<file path="src/mem_cache_pkg.sv">
`default_nettype none

package mem_cache_pkg;

  localparam int LINE_WORDS     = 16;  // words per cache line
  localparam int BEATS_PER_LINE = 2;   // ddr2 beats per cache line

  typedef logic [32:0] word_addr_t;  // host word address
  typedef logic [15:0] word_t;       // host data word

  // a line address is the word address with the word index dropped
  typedef logic [$bits(word_addr_t)-$clog2(LINE_WORDS)-1:0] line_addr_t;
  typedef logic [$clog2(LINE_WORDS)-1:0] word_idx_t;

  typedef logic [30:0] ddr_addr_t;  // ddr2 beat address
  typedef logic [LINE_WORDS*$bits(word_t)-1:0] line_data_t;
  typedef logic [$bits(line_data_t)/BEATS_PER_LINE-1:0] ddr_beat_t;  // word 0 in low bits

  // classified host request
  typedef struct packed {
    line_addr_t line;
    word_idx_t  idx;
    logic       hit_cur;   // line is current and loaded
    logic       hit_next;  // line is the next slot, loaded or in flight
  } lookup_t;

  // claim of a slot for an incoming line
  typedef struct packed {
    line_addr_t line;
    logic       to_next;  // 1 fills the next slot, 0 the current one
  } fill_cmd_t;

  typedef enum logic [2:0] {
    FETCH_IDLE,
    FETCH_REQ_A,
    FETCH_REQ_B,
    FETCH_WAIT_FILL,
    FETCH_SERVE
  } fetch_state_e;

endpackage

`default_nettype wire

</file>
<file path="src/rd_lookup.sv">
`timescale 1ns/100ps
`default_nettype none

module rd_lookup (
  input  logic                      clk,
  input  logic                      reset,
  input  logic                      rd_strb_i,
  input  mem_cache_pkg::word_addr_t rd_addr_i,
  input  mem_cache_pkg::line_addr_t cur_tag_i,
  input  mem_cache_pkg::line_addr_t next_tag_i,
  input  logic                      cur_valid_i,
  input  logic                      next_tag_set_i,
  output mem_cache_pkg::lookup_t    lookup_o,
  output logic                      lookup_vld_o
);
  import mem_cache_pkg::*;

  word_addr_t req_addr;
  logic       req_vld;
  line_addr_t req_line;
  word_idx_t  req_idx;
  logic       hit_cur;
  logic       hit_next;

  always_ff @(posedge clk) begin
    if (reset) begin
      req_vld <= 1'b0;
    end else begin
      req_vld <= rd_strb_i;  // one cycle pulse follows the strobe
    end
  end

  always_ff @(posedge clk) begin
    if (rd_strb_i) begin
      req_addr <= rd_addr_i;
    end
  end

  assign req_line = req_addr[$bits(word_addr_t)-1:$bits(word_idx_t)];
  assign req_idx  = req_addr[$bits(word_idx_t)-1:0];

  // tags are compared after the register, so a slot change made
  // while the strobe was in flight is already visible
  assign hit_cur  = cur_valid_i && (cur_tag_i == req_line);

  // a set tag counts even while its fill is pending; fetch_ctrl waits for it
  assign hit_next = !hit_cur && next_tag_set_i && (next_tag_i == req_line);

  always_comb begin
    lookup_o          = '0;
    lookup_o.line     = req_line;
    lookup_o.idx      = req_idx;
    lookup_o.hit_cur  = hit_cur;
    lookup_o.hit_next = hit_next;
  end

  assign lookup_vld_o = req_vld;

endmodule

`default_nettype wire

</file>
<file path="src/fetch_ctrl.sv">
`timescale 1ns/100ps
`default_nettype none

module fetch_ctrl (
  input  logic                      clk,
  input  logic                      reset,
  input  mem_cache_pkg::lookup_t    lookup_i,
  input  logic                      lookup_vld_i,
  input  logic                      fill_done_i,
  input  logic                      next_valid_i,
  input  logic                      ddr_af_full_i,
  output mem_cache_pkg::ddr_addr_t  ddr_addr_o,
  output logic                      ddr_strb_o,
  output mem_cache_pkg::fill_cmd_t  fill_cmd_o,
  output logic                      fill_start_o,
  output logic                      advance_o,
  output logic                      serve_o,
  output mem_cache_pkg::word_idx_t  serve_idx_o
);
  import mem_cache_pkg::*;

  fetch_state_e state;
  lookup_t      pend;       // request held until it is served
  logic         pend_vld;
  lookup_t      req;
  logic         req_vld;
  line_addr_t   req_line;   // line for the next ddr2 request
  logic         miss_mode;  // 1 while a double fetch is being served
  logic [1:0]   fill_cnt;   // fills claimed but not yet complete
  logic         serve_hit;
  logic         req_done;
  logic         issue;

  // a fresh lookup is used directly so a hit costs no extra cycle
  assign req     = lookup_vld_i ? lookup_i : pend;
  assign req_vld = lookup_vld_i | pend_vld;

  // current line hits are served in any state except the serve itself
  assign serve_hit = req_vld && req.hit_cur && (state != FETCH_SERVE);
  assign req_done  = serve_hit || (state == FETCH_SERVE);

  // the strobe is gated by the live almost-full flag so it never goes out while full
  assign issue      = ((state == FETCH_REQ_A) || (state == FETCH_REQ_B)) && !ddr_af_full_i;
  assign ddr_strb_o = issue;
  assign ddr_addr_o = ddr_addr_t'(req_line) << 1;  // first beat of the line

  always_ff @(posedge clk) begin
    if (lookup_vld_i) begin
      pend <= lookup_i;
    end
  end

  always_ff @(posedge clk) begin
    if (reset) begin
      state        <= FETCH_IDLE;
      pend_vld     <= 1'b0;
      miss_mode    <= 1'b0;
      fill_cnt     <= 2'd0;
      serve_o      <= 1'b0;
      advance_o    <= 1'b0;
      fill_start_o <= 1'b0;
    end else begin
      serve_o      <= 1'b0;
      advance_o    <= 1'b0;
      fill_start_o <= 1'b0;
      pend_vld     <= req_vld && !req_done;

      case ({fill_start_o, fill_done_i})
        2'b10:   fill_cnt <= fill_cnt + 2'd1;
        2'b01:   fill_cnt <= fill_cnt - 2'd1;
        default: fill_cnt <= fill_cnt;
      endcase

      if (serve_hit) begin
        serve_o     <= 1'b1;
        serve_idx_o <= req.idx;
      end

      case (state)
        FETCH_IDLE: begin
          if (req_vld && req.hit_next) begin
            // slots are renamed only once no fill is in flight
            if (next_valid_i && (fill_cnt == 2'd0)) begin
              advance_o <= 1'b1;
              miss_mode <= 1'b0;
              state     <= FETCH_SERVE;
            end
          end else if (req_vld && !req.hit_cur && (fill_cnt == 2'd0)) begin
            fill_start_o       <= 1'b1;  // requested line goes to the current slot
            fill_cmd_o.line    <= req.line;
            fill_cmd_o.to_next <= 1'b0;
            req_line           <= req.line;
            miss_mode          <= 1'b1;
            state              <= FETCH_REQ_A;
          end
        end
        FETCH_REQ_A: begin
          if (issue) begin
            fill_start_o       <= 1'b1;  // successor goes to the next slot
            fill_cmd_o.line    <= req_line + 1'b1;
            fill_cmd_o.to_next <= 1'b1;
            req_line           <= req_line + 1'b1;
            state              <= FETCH_REQ_B;
          end
        end
        FETCH_REQ_B: begin
          if (issue) begin
            state <= miss_mode ? FETCH_WAIT_FILL : FETCH_IDLE;
          end
        end
        FETCH_WAIT_FILL: begin
          // fills complete in order, the first one done is the requested line
          if (fill_done_i || (fill_cnt < 2'd2)) begin
            state <= FETCH_SERVE;
          end
        end
        FETCH_SERVE: begin
          serve_o     <= 1'b1;
          serve_idx_o <= pend.idx;
          if (miss_mode) begin
            state <= FETCH_IDLE;
          end else begin
            fill_start_o       <= 1'b1;  // prefetch after the advance
            fill_cmd_o.line    <= pend.line + 1'b1;
            fill_cmd_o.to_next <= 1'b1;
            req_line           <= pend.line + 1'b1;
            state              <= FETCH_REQ_B;
          end
        end
        default: begin
          state <= FETCH_IDLE;
        end
      endcase
    end
  end

endmodule

`default_nettype wire

</file>
<file path="src/line_store.sv">
`timescale 1ns/100ps
`default_nettype none

module line_store (
  input  logic                      clk,
  input  logic                      reset,
  input  mem_cache_pkg::fill_cmd_t  fill_cmd_i,
  input  logic                      fill_start_i,
  input  logic                      advance_i,
  input  logic                      serve_i,
  input  mem_cache_pkg::word_idx_t  serve_idx_i,
  input  mem_cache_pkg::ddr_beat_t  ddr_data_i,
  input  logic                      ddr_dvalid_i,
  output mem_cache_pkg::line_addr_t cur_tag_o,
  output mem_cache_pkg::line_addr_t next_tag_o,
  output logic                      cur_valid_o,
  output logic                      next_valid_o,
  output logic                      next_tag_set_o,
  output logic                      fill_done_o,
  output mem_cache_pkg::word_t      rd_data_o,
  output logic                      rd_ack_o
);
  import mem_cache_pkg::*;

  line_data_t slot_data [2];  // two physical slots
  line_addr_t slot_tag [2];
  logic [1:0] slot_valid;
  logic [1:0] slot_tag_set;
  logic       cur_sel;        // physical slot holding the current line

  // fill FIFO keeps the physical slot of each pending fill
  logic [1:0] fifo_slot;
  logic       fifo_wr_ptr;
  logic       fifo_rd_ptr;

  logic [$clog2(BEATS_PER_LINE)-1:0] beat_cnt;
  logic       fill_slot;
  logic       head_slot;
  logic       last_beat;
  word_t [LINE_WORDS-1:0] cur_words;

  assign fill_slot = fill_cmd_i.to_next ? ~cur_sel : cur_sel;
  assign head_slot = fifo_slot[fifo_rd_ptr];
  assign last_beat = (beat_cnt == BEATS_PER_LINE - 1);

  assign cur_tag_o      = slot_tag[cur_sel];
  assign next_tag_o     = slot_tag[~cur_sel];
  assign cur_valid_o    = slot_valid[cur_sel];
  assign next_valid_o   = slot_valid[~cur_sel];
  assign next_tag_set_o = slot_tag_set[~cur_sel];

  // beats land in the slot at the FIFO head; since entries hold the physical
  // slot, a fill in flight across an advance still reaches the renamed slot
  always_ff @(posedge clk) begin
    if (ddr_dvalid_i) begin
      slot_data[head_slot][beat_cnt*$bits(ddr_beat_t) +: $bits(ddr_beat_t)] <= ddr_data_i;
    end
  end

  always_ff @(posedge clk) begin
    if (fill_start_i) begin
      slot_tag[fill_slot]    <= fill_cmd_i.line;
      fifo_slot[fifo_wr_ptr] <= fill_slot;
    end
  end

  always_ff @(posedge clk) begin
    if (reset) begin
      slot_valid   <= 2'b00;
      slot_tag_set <= 2'b00;
      cur_sel      <= 1'b0;
      fifo_wr_ptr  <= 1'b0;
      fifo_rd_ptr  <= 1'b0;
      beat_cnt     <= '0;
      fill_done_o  <= 1'b0;
    end else begin
      fill_done_o <= 1'b0;
      if (ddr_dvalid_i) begin
        if (last_beat) begin
          beat_cnt               <= '0;
          fifo_rd_ptr            <= ~fifo_rd_ptr;  // pop
          slot_valid[head_slot]  <= 1'b1;
          fill_done_o            <= 1'b1;
        end else begin
          beat_cnt <= beat_cnt + 1'b1;
        end
      end
      if (advance_i) begin
        cur_sel               <= ~cur_sel;
        slot_valid[cur_sel]   <= 1'b0;  // old current slot becomes the empty next slot
        slot_tag_set[cur_sel] <= 1'b0;
      end
      if (fill_start_i) begin
        slot_valid[fill_slot]   <= 1'b0;
        slot_tag_set[fill_slot] <= 1'b1;
        fifo_wr_ptr             <= ~fifo_wr_ptr;  // push
      end
    end
  end

  assign cur_words = slot_data[cur_sel];

  always_ff @(posedge clk) begin
    if (serve_i) begin
      rd_data_o <= cur_words[serve_idx_i];
    end
  end

  always_ff @(posedge clk) begin
    if (reset) begin
      rd_ack_o <= 1'b0;
    end else begin
      rd_ack_o <= serve_i;  // ack in the same cycle as the data
    end
  end

endmodule

`default_nettype wire

</file>
<file path="src/mem_rd_cache.sv">
`timescale 1ns/100ps
`default_nettype none

module mem_rd_cache (
  input  logic                      clk,
  input  logic                      reset,
  input  logic                      rd_strb_i,
  input  mem_cache_pkg::word_addr_t rd_addr_i,
  output mem_cache_pkg::word_t      rd_data_o,
  output logic                      rd_ack_o,
  output mem_cache_pkg::ddr_addr_t  ddr_addr_o,
  output logic                      ddr_strb_o,
  input  mem_cache_pkg::ddr_beat_t  ddr_data_i,
  input  logic                      ddr_dvalid_i,
  input  logic                      ddr_af_full_i
);
  import mem_cache_pkg::*;

  lookup_t    lookup;
  logic       lookup_vld;
  line_addr_t cur_tag;
  line_addr_t next_tag;
  logic       cur_valid;
  logic       next_valid;
  logic       next_tag_set;
  fill_cmd_t  fill_cmd;
  logic       fill_start;
  logic       fill_done;
  logic       advance;
  logic       serve;
  word_idx_t  serve_idx;

  rd_lookup u_rd_lookup (
    .clk            (clk),
    .reset          (reset),
    .rd_strb_i      (rd_strb_i),
    .rd_addr_i      (rd_addr_i),
    .cur_tag_i      (cur_tag),
    .next_tag_i     (next_tag),
    .cur_valid_i    (cur_valid),
    .next_tag_set_i (next_tag_set),
    .lookup_o       (lookup),
    .lookup_vld_o   (lookup_vld)
  );

  fetch_ctrl u_fetch_ctrl (
    .clk           (clk),
    .reset         (reset),
    .lookup_i      (lookup),
    .lookup_vld_i  (lookup_vld),
    .fill_done_i   (fill_done),
    .next_valid_i  (next_valid),
    .ddr_af_full_i (ddr_af_full_i),
    .ddr_addr_o    (ddr_addr_o),
    .ddr_strb_o    (ddr_strb_o),
    .fill_cmd_o    (fill_cmd),
    .fill_start_o  (fill_start),
    .advance_o     (advance),
    .serve_o       (serve),
    .serve_idx_o   (serve_idx)
  );

  line_store u_line_store (
    .clk            (clk),
    .reset          (reset),
    .fill_cmd_i     (fill_cmd),
    .fill_start_i   (fill_start),
    .advance_i      (advance),
    .serve_i        (serve),
    .serve_idx_i    (serve_idx),
    .ddr_data_i     (ddr_data_i),
    .ddr_dvalid_i   (ddr_dvalid_i),
    .cur_tag_o      (cur_tag),
    .next_tag_o     (next_tag),
    .cur_valid_o    (cur_valid),
    .next_valid_o   (next_valid),
    .next_tag_set_o (next_tag_set),
    .fill_done_o    (fill_done),
    .rd_data_o      (rd_data_o),
    .rd_ack_o       (rd_ack_o)
  );

endmodule

`default_nettype wire

</file>
<file path="config.mk">
export PLATFORM = sky130hd
export DESIGN_NAME = mem_rd_cache
export DESIGN_NICKNAME = d
export VERILOG_FILES = /design/src/mem_cache_pkg.sv /design/src/rd_lookup.sv /design/src/fetch_ctrl.sv /design/src/line_store.sv /design/src/mem_rd_cache.sv
export SDC_FILE = /design/constraint.sdc
export NUM_CORES = 1
export LEC_CHECK = 0
export BUFFER_PORTS_ARGS = -buffer_cell sky130_fd_sc_hd__buf_2
export CAP_MARGIN = 5
export CORE_AREA = 4 4 252 254
export CTS_CLUSTER_DIAMETER = 100
export DETAILED_ROUTE_END_ITERATION = 8
export DIE_AREA = 0 0 256 258
export PLACE_DENSITY = 0.69
export SYNTH_ARGS = -nofsm -noshare
export SYNTH_HDL_FRONTEND = slang
export SYNTH_SLANG_ARGS = --single-unit
</file>
<file path="constraint.sdc">
create_clock -name clk -period 9.2 [get_ports clk]
set_clock_uncertainty 0.05 [all_clocks]
set_input_delay 0.92 -clock clk [delete_from_list [all_inputs] [get_ports clk]]
set_output_delay 0.92 -clock clk [all_outputs]
set_load 0.05 [all_outputs]
</file>
* After elaboration in Yosys (flattened, before gate mapping) *
Memories as Yosys holds them, arrays and structs flattened. A register that Yosys moved wholly into a read port is not among the register bits.
Cells that the tools add are included.

operators by class
  reductions and logical operators = 35
  $mul = 0
  multiplexer cells = 73
  shifts and indexed selects = 2
  $add $sub $neg = 6
  equality and inequality tests = 18
  div/mod/pow operators = 0
  bitwise operators = 15
  $lt $le $gt $ge = 12

operators with widths
  operator                    number
  $mux 256                    1
  $shift 128x34->256 const A  1
  $shiftx 128x34->256         1
  $mux 30                     4
  $mux 29                     4
  $pmux 30 s3                 1
  $pmux 29 s3                 1
  $bmux 16 s4                 1
  $add 29x1->29 const B       2
  $eq 29x29->1                2
  $mux 35                     1
  $neg 8->34                  1
  $mux 1                      32
  $mux 2                      11
  $mux 3                      6
  $mux 16                     1
  $logic_and 1x1->1           15
  $pmux 3 s5                  1
  $lt 1x2->1 const B          6
  $ne 2x2->1 const B          5
  $mux 4                      2
  $not 1->1                   7
  $and 2x2->2                 3
  $eq 3x2->1 const B          2
  32 further kinds            50

word-level totals
  bits in latches = 0
  memory bits (writable) = 570
  word-level logic and storage cells = 190
  memories kept = 2
  ROM bits = 0
  bits of input ports = 166
  flip-flop bits (word level) = 170

memory list
  name                    depth  bits a word  rd ports  clocked after memory_dff  wr ports  line              RTL
  u_line_store.slot_data  2      256          1         1                         1         line_store.sv:25  line_data_t slot_data [2];
  u_line_store.slot_tag   2      29           2         1                         1         line_store.sv:26  line_addr_t slot_tag [2];

* Depth between registers and ports, before layout *
Gate-level depths: netlist (run 1).

  depth after elaboration = 15
  depth in mapped cells = 11
  gate-level depth less buffers = 8

* Cells and area by module *
From an unflattened synthesis (run 1), not the netlist that was laid out.

unflattened totals
  cell total of the unflattened synthesis = 2,150
  area, all modules = 31,376.3 um^2

by module, submodules not included
  module      cells each  area an instance (um^2)  times used  sequential area each (um^2)
  line_store  1,558       25,127.8                 1           17,877.1
  fetch_ctrl  475         4,549.4                  1           1,921.8
  rd_lookup   117         1,699.1                  1           1,011.0

* Worst setup path before layout (run 1) *
OpenSTA, ideal clock, no wires.

  path kind = input-to-reg
  start = input ddr_dvalid_i
  end = memory u_line_store.slot_data[0][128] in the netlist's numbering, enable pin
  arrival = 6,383 ps
  stages = 2
  data required time = 8,531 ps
  slack = 2,149 ps
  buffers on the path = 0
  cells stage by stage = nand2_1 > nor2_1

on the way
  cells in the longest elaborated chain, start to end = 2

ends and longest elaborated chain
  what                            line                RTL
  start, declared                 mem_rd_cache.sv:14  input logic ddr_dvalid_i,
  $mux 1                          line_store.sv:55    if (ddr_dvalid_i) begin
  $mux 256 (implied by the code)  line_store.sv:56    slot_data[head_slot][beat_cnt*$bits(ddr_beat_t) +: $bits(ddr_beat_t)] <= ddr_data_i;
  end, declared                   line_store.sv:25

Every way passes these cells.

==> results of run 1 <==
==> stage by stage <==
step	power, mW	instance area [µm²]	instances	setup WS [ns]
finish	8.17	34700	2825	5.14
CTS	8.27	34600	2812	5.04
detailed placement	5.18	32100	2669	5.05
global route	8.51	34700	2816	4.81
floorplan	4.90	30500	1770	2.15
global placement	5.14	32100	2669	5.11
==> metal layers <==
layer / vias to the layer above / wire length (µm) / GRT usage
met5: - / 34 / 0
met4: 6 / 2420 / 0.0786
met3: 141 / 4260 / 0.0438
met2: 515 / 32300 / 0.329
met1: 8170 / 26700 / 0.261
li1: 7205 / - / -
==> state kept, by name, indices dropped and copies added, names as in the netlist, 3 cells and up, named ones only <==
name	flops
u_fetch_ctrl.pend	35
u_fetch_ctrl.req_line	28
u_fetch_ctrl.serve_idx_o	4
u_fetch_ctrl.state	3
u_line_store.rd_data_o	16
u_line_store.slot_data	512
u_line_store.slot_tag	58
u_rd_lookup.req_addr	33
==> final timing paths <==
check | from | slack, ns | to
setup / recovery | flop | 5.14 | u_line_store.rd_data_o[11]
hold / removal | u_fetch_ctrl.pend[0] | 0.41 | u_fetch_ctrl.pend[0]
setup reg to reg | flop | 5.14 | u_line_store.rd_data_o[11]
hold reg to reg | u_fetch_ctrl.pend[0] | 0.41 | u_fetch_ctrl.pend[0]
==> worst min-delay path: cells and delay by family, from the launching register on <==
family | cells | cell delay, ns
flip-flops | 1 | 0.31
AO/OA/AOI/OAI | 1 | 0.06
buffers and inverters | 1 | 0.04
==> power groups by stage <==
stage          Clock, mW  Combinational [mW]  Sequential, mW
6_report            3.07               0.938            4.16
5_1_grt             3.29                1.02            4.20
4_1_cts             3.15               0.955            4.16
3_5_place_dp           0               0.951            4.23
3_3_place_gp           0               0.925            4.21
2_1_floorplan          0               0.731            4.17
==> layout by cell type (no fill, tap or decap), drive strengths merged, types with 2 or more instances in the layout <==
cell / instances
nor3: 7
dfxtp: 57
nand2: 56
a21oi: 16
clkinv: 26
o221ai: 18
nor4: 13
nor2b: 130
buf: 236
conb: 2
mux4: 160
edfxtp: 655
inv: 13
and3: 16
and2: 134
bufinv: 7
nand3b: 2
ha: 3
nor2: 48
nand4: 18
and4: 4
or3: 3
xor2: 61
diode: 13
o22a: 2
clkinvlp: 3
a22oi: 11
o21ai: 18
mux2: 49
xnor2: 52
nand2b: 7
nand3: 19
mux2i: 61
clkbuf: 103
==> layout make-up <==
type	instances	area (µm²)
timing repair buffer	236	1270
fill	4673	26600
sequential	712	20800
multi-input combinational	922	9010
antenna	13	32.5
tap	790	988
inverter	9	33.8
clock inverter	40	447
clock buffer	103	2080
==> logic make-up (layout without fill, tap and decap cells) <==
group	Yosys count	count (layout)	share of synthesized area
AO/OA/AOI/OAI	76	76	0.0179
adder cells (fa/ha/maj)	3	3	0.00123
flip-flops	712	712	0.683
AND/OR/NAND/NOR	458	458	0.0860
multiplexers	270	270	0.156
other	1	15	0.000123
buffers and inverters	136	388	0.0230
XOR/XNOR	113	113	0.0325
==> flow_summary.yaml, run 1 <==
worst_setup_path:
  crit_path_max_incr_delay_ns: 0.83
  cp_max_fo: 48
  cp-end-kind: "flop"
  slowest_stage: "buf_4"
  worst_r2r_path_depth: 5
  crit_required_ns: 9.51
  cp_top_family: "buffers and inverters"
  cp.arrival_ns: 4.37
  path_depth: 5
  path_class: "flop to flop"
  crit_chain: "buf_4 > buf_4 > mux4_2 > mux4_2 > mux2_2"
  start_kind: "flop"
  crit_buf_inv: 2
finish:
  drive_gt1_frac: 0.285
  fin_nets: 2127
  utilization: 0.566
  area_growth_pct: 13.8
route:
  routed_via_density: 5.68
  dr.pass1.iters: 5
  avgRoutedWirePerCell_um: 23.3
  routed_wl_mm: 65.8
  num_vias: 16037
  drc: 0
  antenna_left: 0
  drt_iter0_markers: 1223
clock_tree:
  hold_buffers: 0
  post_cts_buffers: 0
  cts_resized: 0
  cts-root-buf: "clkbuf_16"
  cts_buffers: 77
  clk_path_buf_depth: 3
  cts_tree: "built"
  h-tree-depth: 3
  cts.reportedPaths.clkPinSlew_ns: 0.06
  clkSinkCount: 712
  clock_latency_ns: 0.63
die:
  placementRows: 91
  die_area_mm2: 0.0660
  die_y_um: 258
  ios: 215
  start_util: 0.498
  die_x_um: 256
  coreArea_mm2: 0.0613
timing:
  slew_viol_final: 0
  period_needed_ns: 4.06
  setup_tns_ns: 0
  finalHoldViolCount: 0
  finalCritPeriodShare: 0.441
  rsz0062_at_grt: "false"
  relSlewSlack: 0.192
  fmax_mhz: 246
  worst_pin_slew_ns: 1.21
  setup-violations-final: 0
  hold_slack_ns: 0.412
pwr:
  combPwrFrac: 0.115
  switchingPower_mw: 2.08
  netSwitchingFraction: 0.255
  powerDensity_mw_per_mm2: 236
  p_leak_nw: 11.6
  p_seq_frac: 0.509
  power.internal_mw: 6.09
  clkPwrFrac: 0.376
  ir_drop_uv: 164
flow_run:
  cap_violations: 0
grt:
  grt_max_degree: 129
  grt_antenna_before_repair: 16
  grt_overflow: 0
  grt_use_total: 0.199
  grt_pass1_wl_mm: 102
  grt_pass1_vias: 17133
placed_design:
  place_hpwl_mm: 41.1
  gp_congestion: 0.840
  port_buffers: 212
synthesis:
  yosys.area.top_type_share: 0.645
  synth_commonest_cells: "edfxtp_1, mux4_2, and2_1"
  synthArstFlopShare: 0
  synth-edff-count: 655
  synth_seq_cells: 712
  syn_area_mm2: 0.0305
  synth_cell_type_count: 47
  yosys_warnings: 0
  syn-instance-count: 1769
  yosys.area.top_type: "edfxtp_1"
  synth-seq-area-share: 0.683
  synth-main-ff-cell: "edfxtp_1"
  synth_area_leaders: "edfxtp_1, mux4_2, dfxtp_1, and2_1, nor2b_1"
  synth_most_common_cell: "edfxtp_1"
  postSynthAreaPerCell_um2: 17.2
hold_path:
  worst_hold_path_type: "flop to flop"
  whs_path_depth: 2
status:
  status: "finished clean"
Note: power is estimated with default switching activity, not from simulation.
==> run 2, diff against run 1 <==
- PLACE_DENSITY: 0.69 -> 0.71
- clock period: 9.2 -> 3.5 ns (I/O delays scaled with it)
==> flow_summary.yaml, run 2 (synthesis results as in run 1) <==
grt:
  grt_antenna_before_repair: 9
  grt_pass1_wl_mm: 102
  grt_max_degree: 258
  grt_use_total: 0.199
  grt_overflow: 0
  grt_pass1_vias: 17620
finish:
  final_cell_mix: "edfxtp_1, buf_2, mux4_2"
  n_fill_cell: 4583
  area_growth_pct: 17.7
  final_area_mm2: 0.0359
  largest_register: "u_line_store.slot_data"
  drive_gt1_frac: 0.278
  regArea_mm2: 0.0208
  final_common_cell: "edfxtp_1"
  largest_reg_flops: 512
  largestRegisters: "u_line_store.slot_data (512), u_line_store.slot_tag (58), u_fetch_ctrl.pend (35)"
  multi_input_comb_area_mm2: 0.00902
  fin_nets: 2236
worst_setup_path:
  crit_path_max_incr_delay_ns: 0.64
  r2r_setup_slack_ns: 0.26
  worst_r2r_path_depth: 10
  slowest_stage: "dfxtp_4"
  crit_required_ns: 3.74
  start_kind: "flop"
  crit_end: "u_fetch_ctrl.req_line[2]"
  path_class: "flop to flop"
  reg2reg_to: "u_fetch_ctrl.req_line[2]"
  cp.arrival_ns: 3.48
  crit_chain: "buf_4 > mux2i_1 > xnor2_1 > nor4_2 > nand4_1 > o2111ai_2 > and2_1 > a21oi_1 > nor4_4 > buf_12"
  cp-end-kind: "flop"
  cp_max_fo: 30
timing:
  worst_pin_slew_ns: 1.37
  finalHoldViolCount: 0
  setup-violations-final: 0
  finalCritPeriodShare: 0.927
  relSlewSlack: 0.0855
  fmax_mhz: 308
  rsz0062_at_grt: "false"
  setup_slack_ns: 0.257
  slew_viol_final: 0
  period_needed_ns: 3.24
route:
  drt_iter0_markers: 1323
  routed_via_density: 5.60
  num_vias: 16359
  avgRoutedWirePerCell_um: 22.4
  dr.pass1.iters: 5
  antenna_left: 0
  routed_wl_mm: 65.5
  drc: 0
placed_design:
  post-place-ws_ns: 0.260
  gp_congestion: 0.872
  place_hpwl_mm: 41.1
  port_buffers: 212
  placed_area_mm2: 0.0324
pwr:
  p_leak_nw: 12.1
  powerDensity_mw_per_mm2: 601
  ir_drop_uv: 669
clock_tree:
  clkSinkCount: 712
  clock_latency_ns: 0.62
  cts.reportedPaths.clkPinSlew_ns: 0.06
  cts_buffers: 77
  cts-root-buf: "clkbuf_16"
  h-tree-depth: 3
  clk_path_buf_depth: 3
  post_cts_buffers: 0
  cts_tree: "built"
die:
  die_area_mm2: 0.0660
  die_y_um: 258
  placementRows: 91
  start_util: 0.498
  die_x_um: 256
  ios: 215
  coreArea_mm2: 0.0613
flow_run:
  cap_violations: 0
hold_path:
  worst_hold_path_type: "input pin to flop"
status:
  status: "finished clean"
## run 2: cell types whose count changed in the layout (fill, tap and decap cells not counted), moves of 2 or more
cell	change
clkbuf_8	+2
clkbuf_1	-6
diode_2	-9
dlygate4sd3_1	+95
buf_12	+14
inv_6	+2
inv_16	-2
## run 2: worst min path at each step
stage,slack [ns],end,startpoint,cells past startpoint
3_5_place_dp,0.39,u_fetch_ctrl.pend[0],u_fetch_ctrl.pend[0],2
5_1_grt,0.005,u_line_store.slot_data[0][200],ddr_data_i[72],2
4_1_cts,0.0002,u_line_store.slot_data[0][169],ddr_data_i[41],2
2_1_floorplan,0.38,u_fetch_ctrl.pend[0],u_fetch_ctrl.pend[0],2
6_report,0.03,u_line_store.slot_data[1][133],ddr_data_i[5],2
3_3_place_gp,0.39,u_fetch_ctrl.pend[0],u_fetch_ctrl.pend[0],2
## run 2: area by class of cell
class | instances | share of cell area
Timing Repair Buffer | 345 | 0.0696
Clock buffer | 98 | 0.0573
Multi-Input combinational cell | 922 | 0.251
Tap cell | 790 | 0.0276
Antenna cell | 4 | 0.000279
Clock inverter | 41 | 0.0125
Sequential cell | 712 | 0.580
Inverter | 9 | 0.000942
## run 2: worst max-delay path: cells and delay by family, from the launching register on
kind / cells / cell delay [ns]
AO/OA/AOI/OAI: 2 / 0.35
XOR/XNOR: 1 / 0.11
buffers and inverters: 2 / 0.51
flip-flops: 1 / 0.64
multiplexers: 1 / 0.23
AND/OR/NAND/NOR: 4 / 1.01
## run 2: repair_timing
item	4_1_cts	5_1_grt
gates resized for setup	0	0
hold buffers	95	0
endpoints found under the hold margin	153	0
## run 2: per-stage QoR
step	util	TNS, ns	power [mW]	std cells	hold slack [ns]
6_report	0.586	0	21.5	2921	0.0265
3_5_place_dp	0.529	0	13.7	2683	0.393
2_1_floorplan	-	-294.23	12.8	1770	0.380
5_1_grt	0.586	0	22.4	2917	0.00460
4_1_cts	0.586	0	21.8	2917	0.000170
3_3_place_gp	0.529	0	13.6	2683	0.391
## run 2: power by group
| group | internal, mW | total (mW) | switching [mW] |
|---|---|---|---|
| logic | 1.01 | 2.64 | 1.63 |
| registers | 10.4 | 10.9 | 0.553 |
| clock network | 4.71 | 7.98 | 3.27 |
| total | 16.1 | 21.5 | 5.45 |
## run 2: layer usage
metal	GRT usage	routed length [µm]	up-vias
met4	0.0561	1520	6
met1	0.264	27200	8330
met2	0.339	32800	501
met5	0	38	-
li1	-	-	7411
met3	0.0395	3950	111
==> run 3, diff against run 2 <==
- ABC_AREA: unset -> 1
- CORE_AREA: 4 4 252 254 -> 4 4 259 261
- CTS_BUF_LIST: unset -> sky130_fd_sc_hd__clkbuf_4 sky130_fd_sc_hd__clkbuf_8
- DIE_AREA: 0 0 256 258 -> 0 0 263 265
==> flow_summary.yaml, run 3 <==
pwr:
  p_leak_nw: 15.6
  ir_drop_uv: 344
  powerDensity_mw_per_mm2: 530
synthesis:
  synth_most_common_cell: "edfxtp_1"
  synthArstFlopShare: 0
  synth_area_leaders: "edfxtp_1, nand2_1, nor2_1, o21ai_0, inv_1"
  synth-main-ff-cell: "edfxtp_1"
  synth-edff-count: 655
  synth_cell_type_count: 42
  syn-instance-count: 3205
  yosys_warnings: 0
  synth-seq-area-share: 0.649
  synth_commonest_cells: "edfxtp_1, nand2_1, nor2_1"
  syn_area_mm2: 0.0321
  synth_seq_cells: 712
  yosys.area.top_type_share: 0.614
  postSynthAreaPerCell_um2: 10.0
  yosys.area.top_type: "edfxtp_1"
route:
  dr.pass1.iters: 5
  antenna_left: 0
  drc: 0
  num_vias: 25032
  avgRoutedWirePerCell_um: 20.2
  routed_via_density: 5.57
  routed_wl_mm: 90.7
  drt_iter0_markers: 3099
timing:
  worst_pin_slew_ns: 1.16
  rsz0062_at_grt: "false"
  period_needed_ns: 3.03
  finalCritPeriodShare: 0.866
  hold_slack_ns: 0.170
  fmax_mhz: 330
  slew_viol_final: 0
  setup_tns_ns: 0
  setup-violations-final: 0
  relSlewSlack: 0.224
  finalHoldViolCount: 0
placed_design:
  place_hpwl_mm: 56.7
  gp_congestion: 0.924
  port_buffers: 212
finish:
  largestRegisters: "u_line_store.slot_data (512), u_line_store.slot_tag (58), u_fetch_ctrl.pend (35)"
  final_common_cell: "edfxtp_1"
  drive_gt1_frac: 0.134
  fin_nets: 3720
  area_growth_pct: 18.0
  n_fill_cell: 5391
  largest_register: "u_line_store.slot_data"
  largest_reg_flops: 512
  final_cell_mix: "edfxtp_1, nand2_1, nor2_1"
clock_tree:
  cts.reportedPaths.clkPinSlew_ns: 0.06
  post_cts_buffers: 0
  cts_tree: "built"
  cts-root-buf: "clkbuf_8"
  clock_latency_ns: 0.75
  cts_buffers: 113
  clkSinkCount: 712
  clk_path_buf_depth: 3
  h-tree-depth: 3
grt:
  grt_pass1_wl_mm: 137
  grt_use_total: 0.251
  grt_pass1_vias: 24107
  grt_overflow: 0
  grt_max_degree: 203
  grt_antenna_before_repair: 5
hold_path:
  worst_hold_path_type: "input pin to flop"
  whs_path_depth: 3
die:
  die_area_mm2: 0.0697
  die_x_um: 263
  coreArea_mm2: 0.0645
  die_y_um: 265
  placementRows: 93
  ios: 215
  start_util: 0.497
worst_setup_path:
  worst_r2r_path_depth: 19
  crit_chain: "inv_8 > nand2_1 > nand2_1 > nand2_1 > nand2_1 > inv_1 > nand2_1 > nor2_1 > nand2_1 > nor2_1 > nand2_1 > nand3_1 > nand2_2 > nand2_2 > inv_2 > nor2_2 > nand2_1 > a21oi_2 > buf_4"
  slowest_stage: "dfxtp_4"
  cp_max_fo: 37
  crit_path_max_incr_delay_ns: 0.64
  cp.arrival_ns: 3.35
  start_kind: "flop"
  cpMostUsedCell: "nand2_1"
  r2r_setup_slack_ns: 0.47
  path_class: "flop to flop"
  cp-end-kind: "flop"
  crit_required_ns: 3.82
flow_run:
  cap_violations: 0
status:
  status: "finished clean"
[run 3: layout make-up]
class / instances / area (µm²) / area share
well taps: 855 / 1070 / 0.0283
clock inverters: 49 / 370 / 0.00979
clock buffers: 153 / 1880 / 0.0497
flip-flops and latches: 712 / 20800 / 0.550
inverters: 405 / 1530 / 0.0406
multi-input cells: 1893 / 8840 / 0.234
diodes: 4 / 10.0 / 0.000265
repair buffers: 426 / 3300 / 0.0873
[run 3: final timing paths]
| check | startpoint | to |
|---|---|---|
| worst max-delay path | flop | u_fetch_ctrl.fill_cmd_o[29] |
| worst min-delay path | rd_strb_i | u_rd_lookup.lookup_vld_o |
| worst min register to register | u_line_store.slot_tag_set[0] | u_line_store.slot_tag_set[0] |
| worst max register to register | flop | u_fetch_ctrl.fill_cmd_o[29] |
[run 3: logic make-up after synthesis]
group,Yosys count,synth area share
adders and majority gates,3,0.00117
DFF,712,0.649
other,1,0.000117
buffers and inverters,601,0.0770
AOI/OAI and AO/OA,559,0.104
xor gates and xnor gates,8,0.00219
and+or+nand+nor,1321,0.166
[run 3: stage by stage]
stage	worst slack (ns)	area, µm²	total power, mW	instances	utilization
CTS	0.494	37800	20.1	4493	0.587
global route	0.165	37800	20.8	4497	0.587
floorplan	-0.940	32100	12.0	3206	-
detailed placement	0.471	33900	12.9	4127	0.526
global placement	0.543	33900	12.9	4127	0.526
finish	0.468	37800	20.1	4497	0.587
[run 3: report_power, final]
part	total (mW)	leakage [nW]	internal [mW]	switching, mW
registers	10.4	6.59	10.0	0.392
clock network	7.13	1.19	3.79	3.34
logic	2.52	7.79	0.796	1.72
total	20.1	15.6	14.6	5.45
[run 3: critical path: cells and delay by family, from the launching register on]
family	cells	cell delay, ns
AOI/OAI and AO/OA	1	0.14
and+or+nand+nor	14	1.16
DFF	1	0.64
buffers and inverters	4	0.68
[run 3: what timing repair did]
action / CTS / global route
hold endpoints to repair: 558 / 0
hold buffers: 164 / 0
resized for setup: 0 / 0
[run 3: routing by layer]
metal / part of all wire / GRT usage / vias up
li1: - / - / 11602
met1: 0.40 / 0.352 / 11877
met2: 0.45 / 0.386 / 1322
met3: 0.10 / 0.0475 / 229
met4: 0.042 / 0.113 / 2
met5: 0.00013 / 0 / -
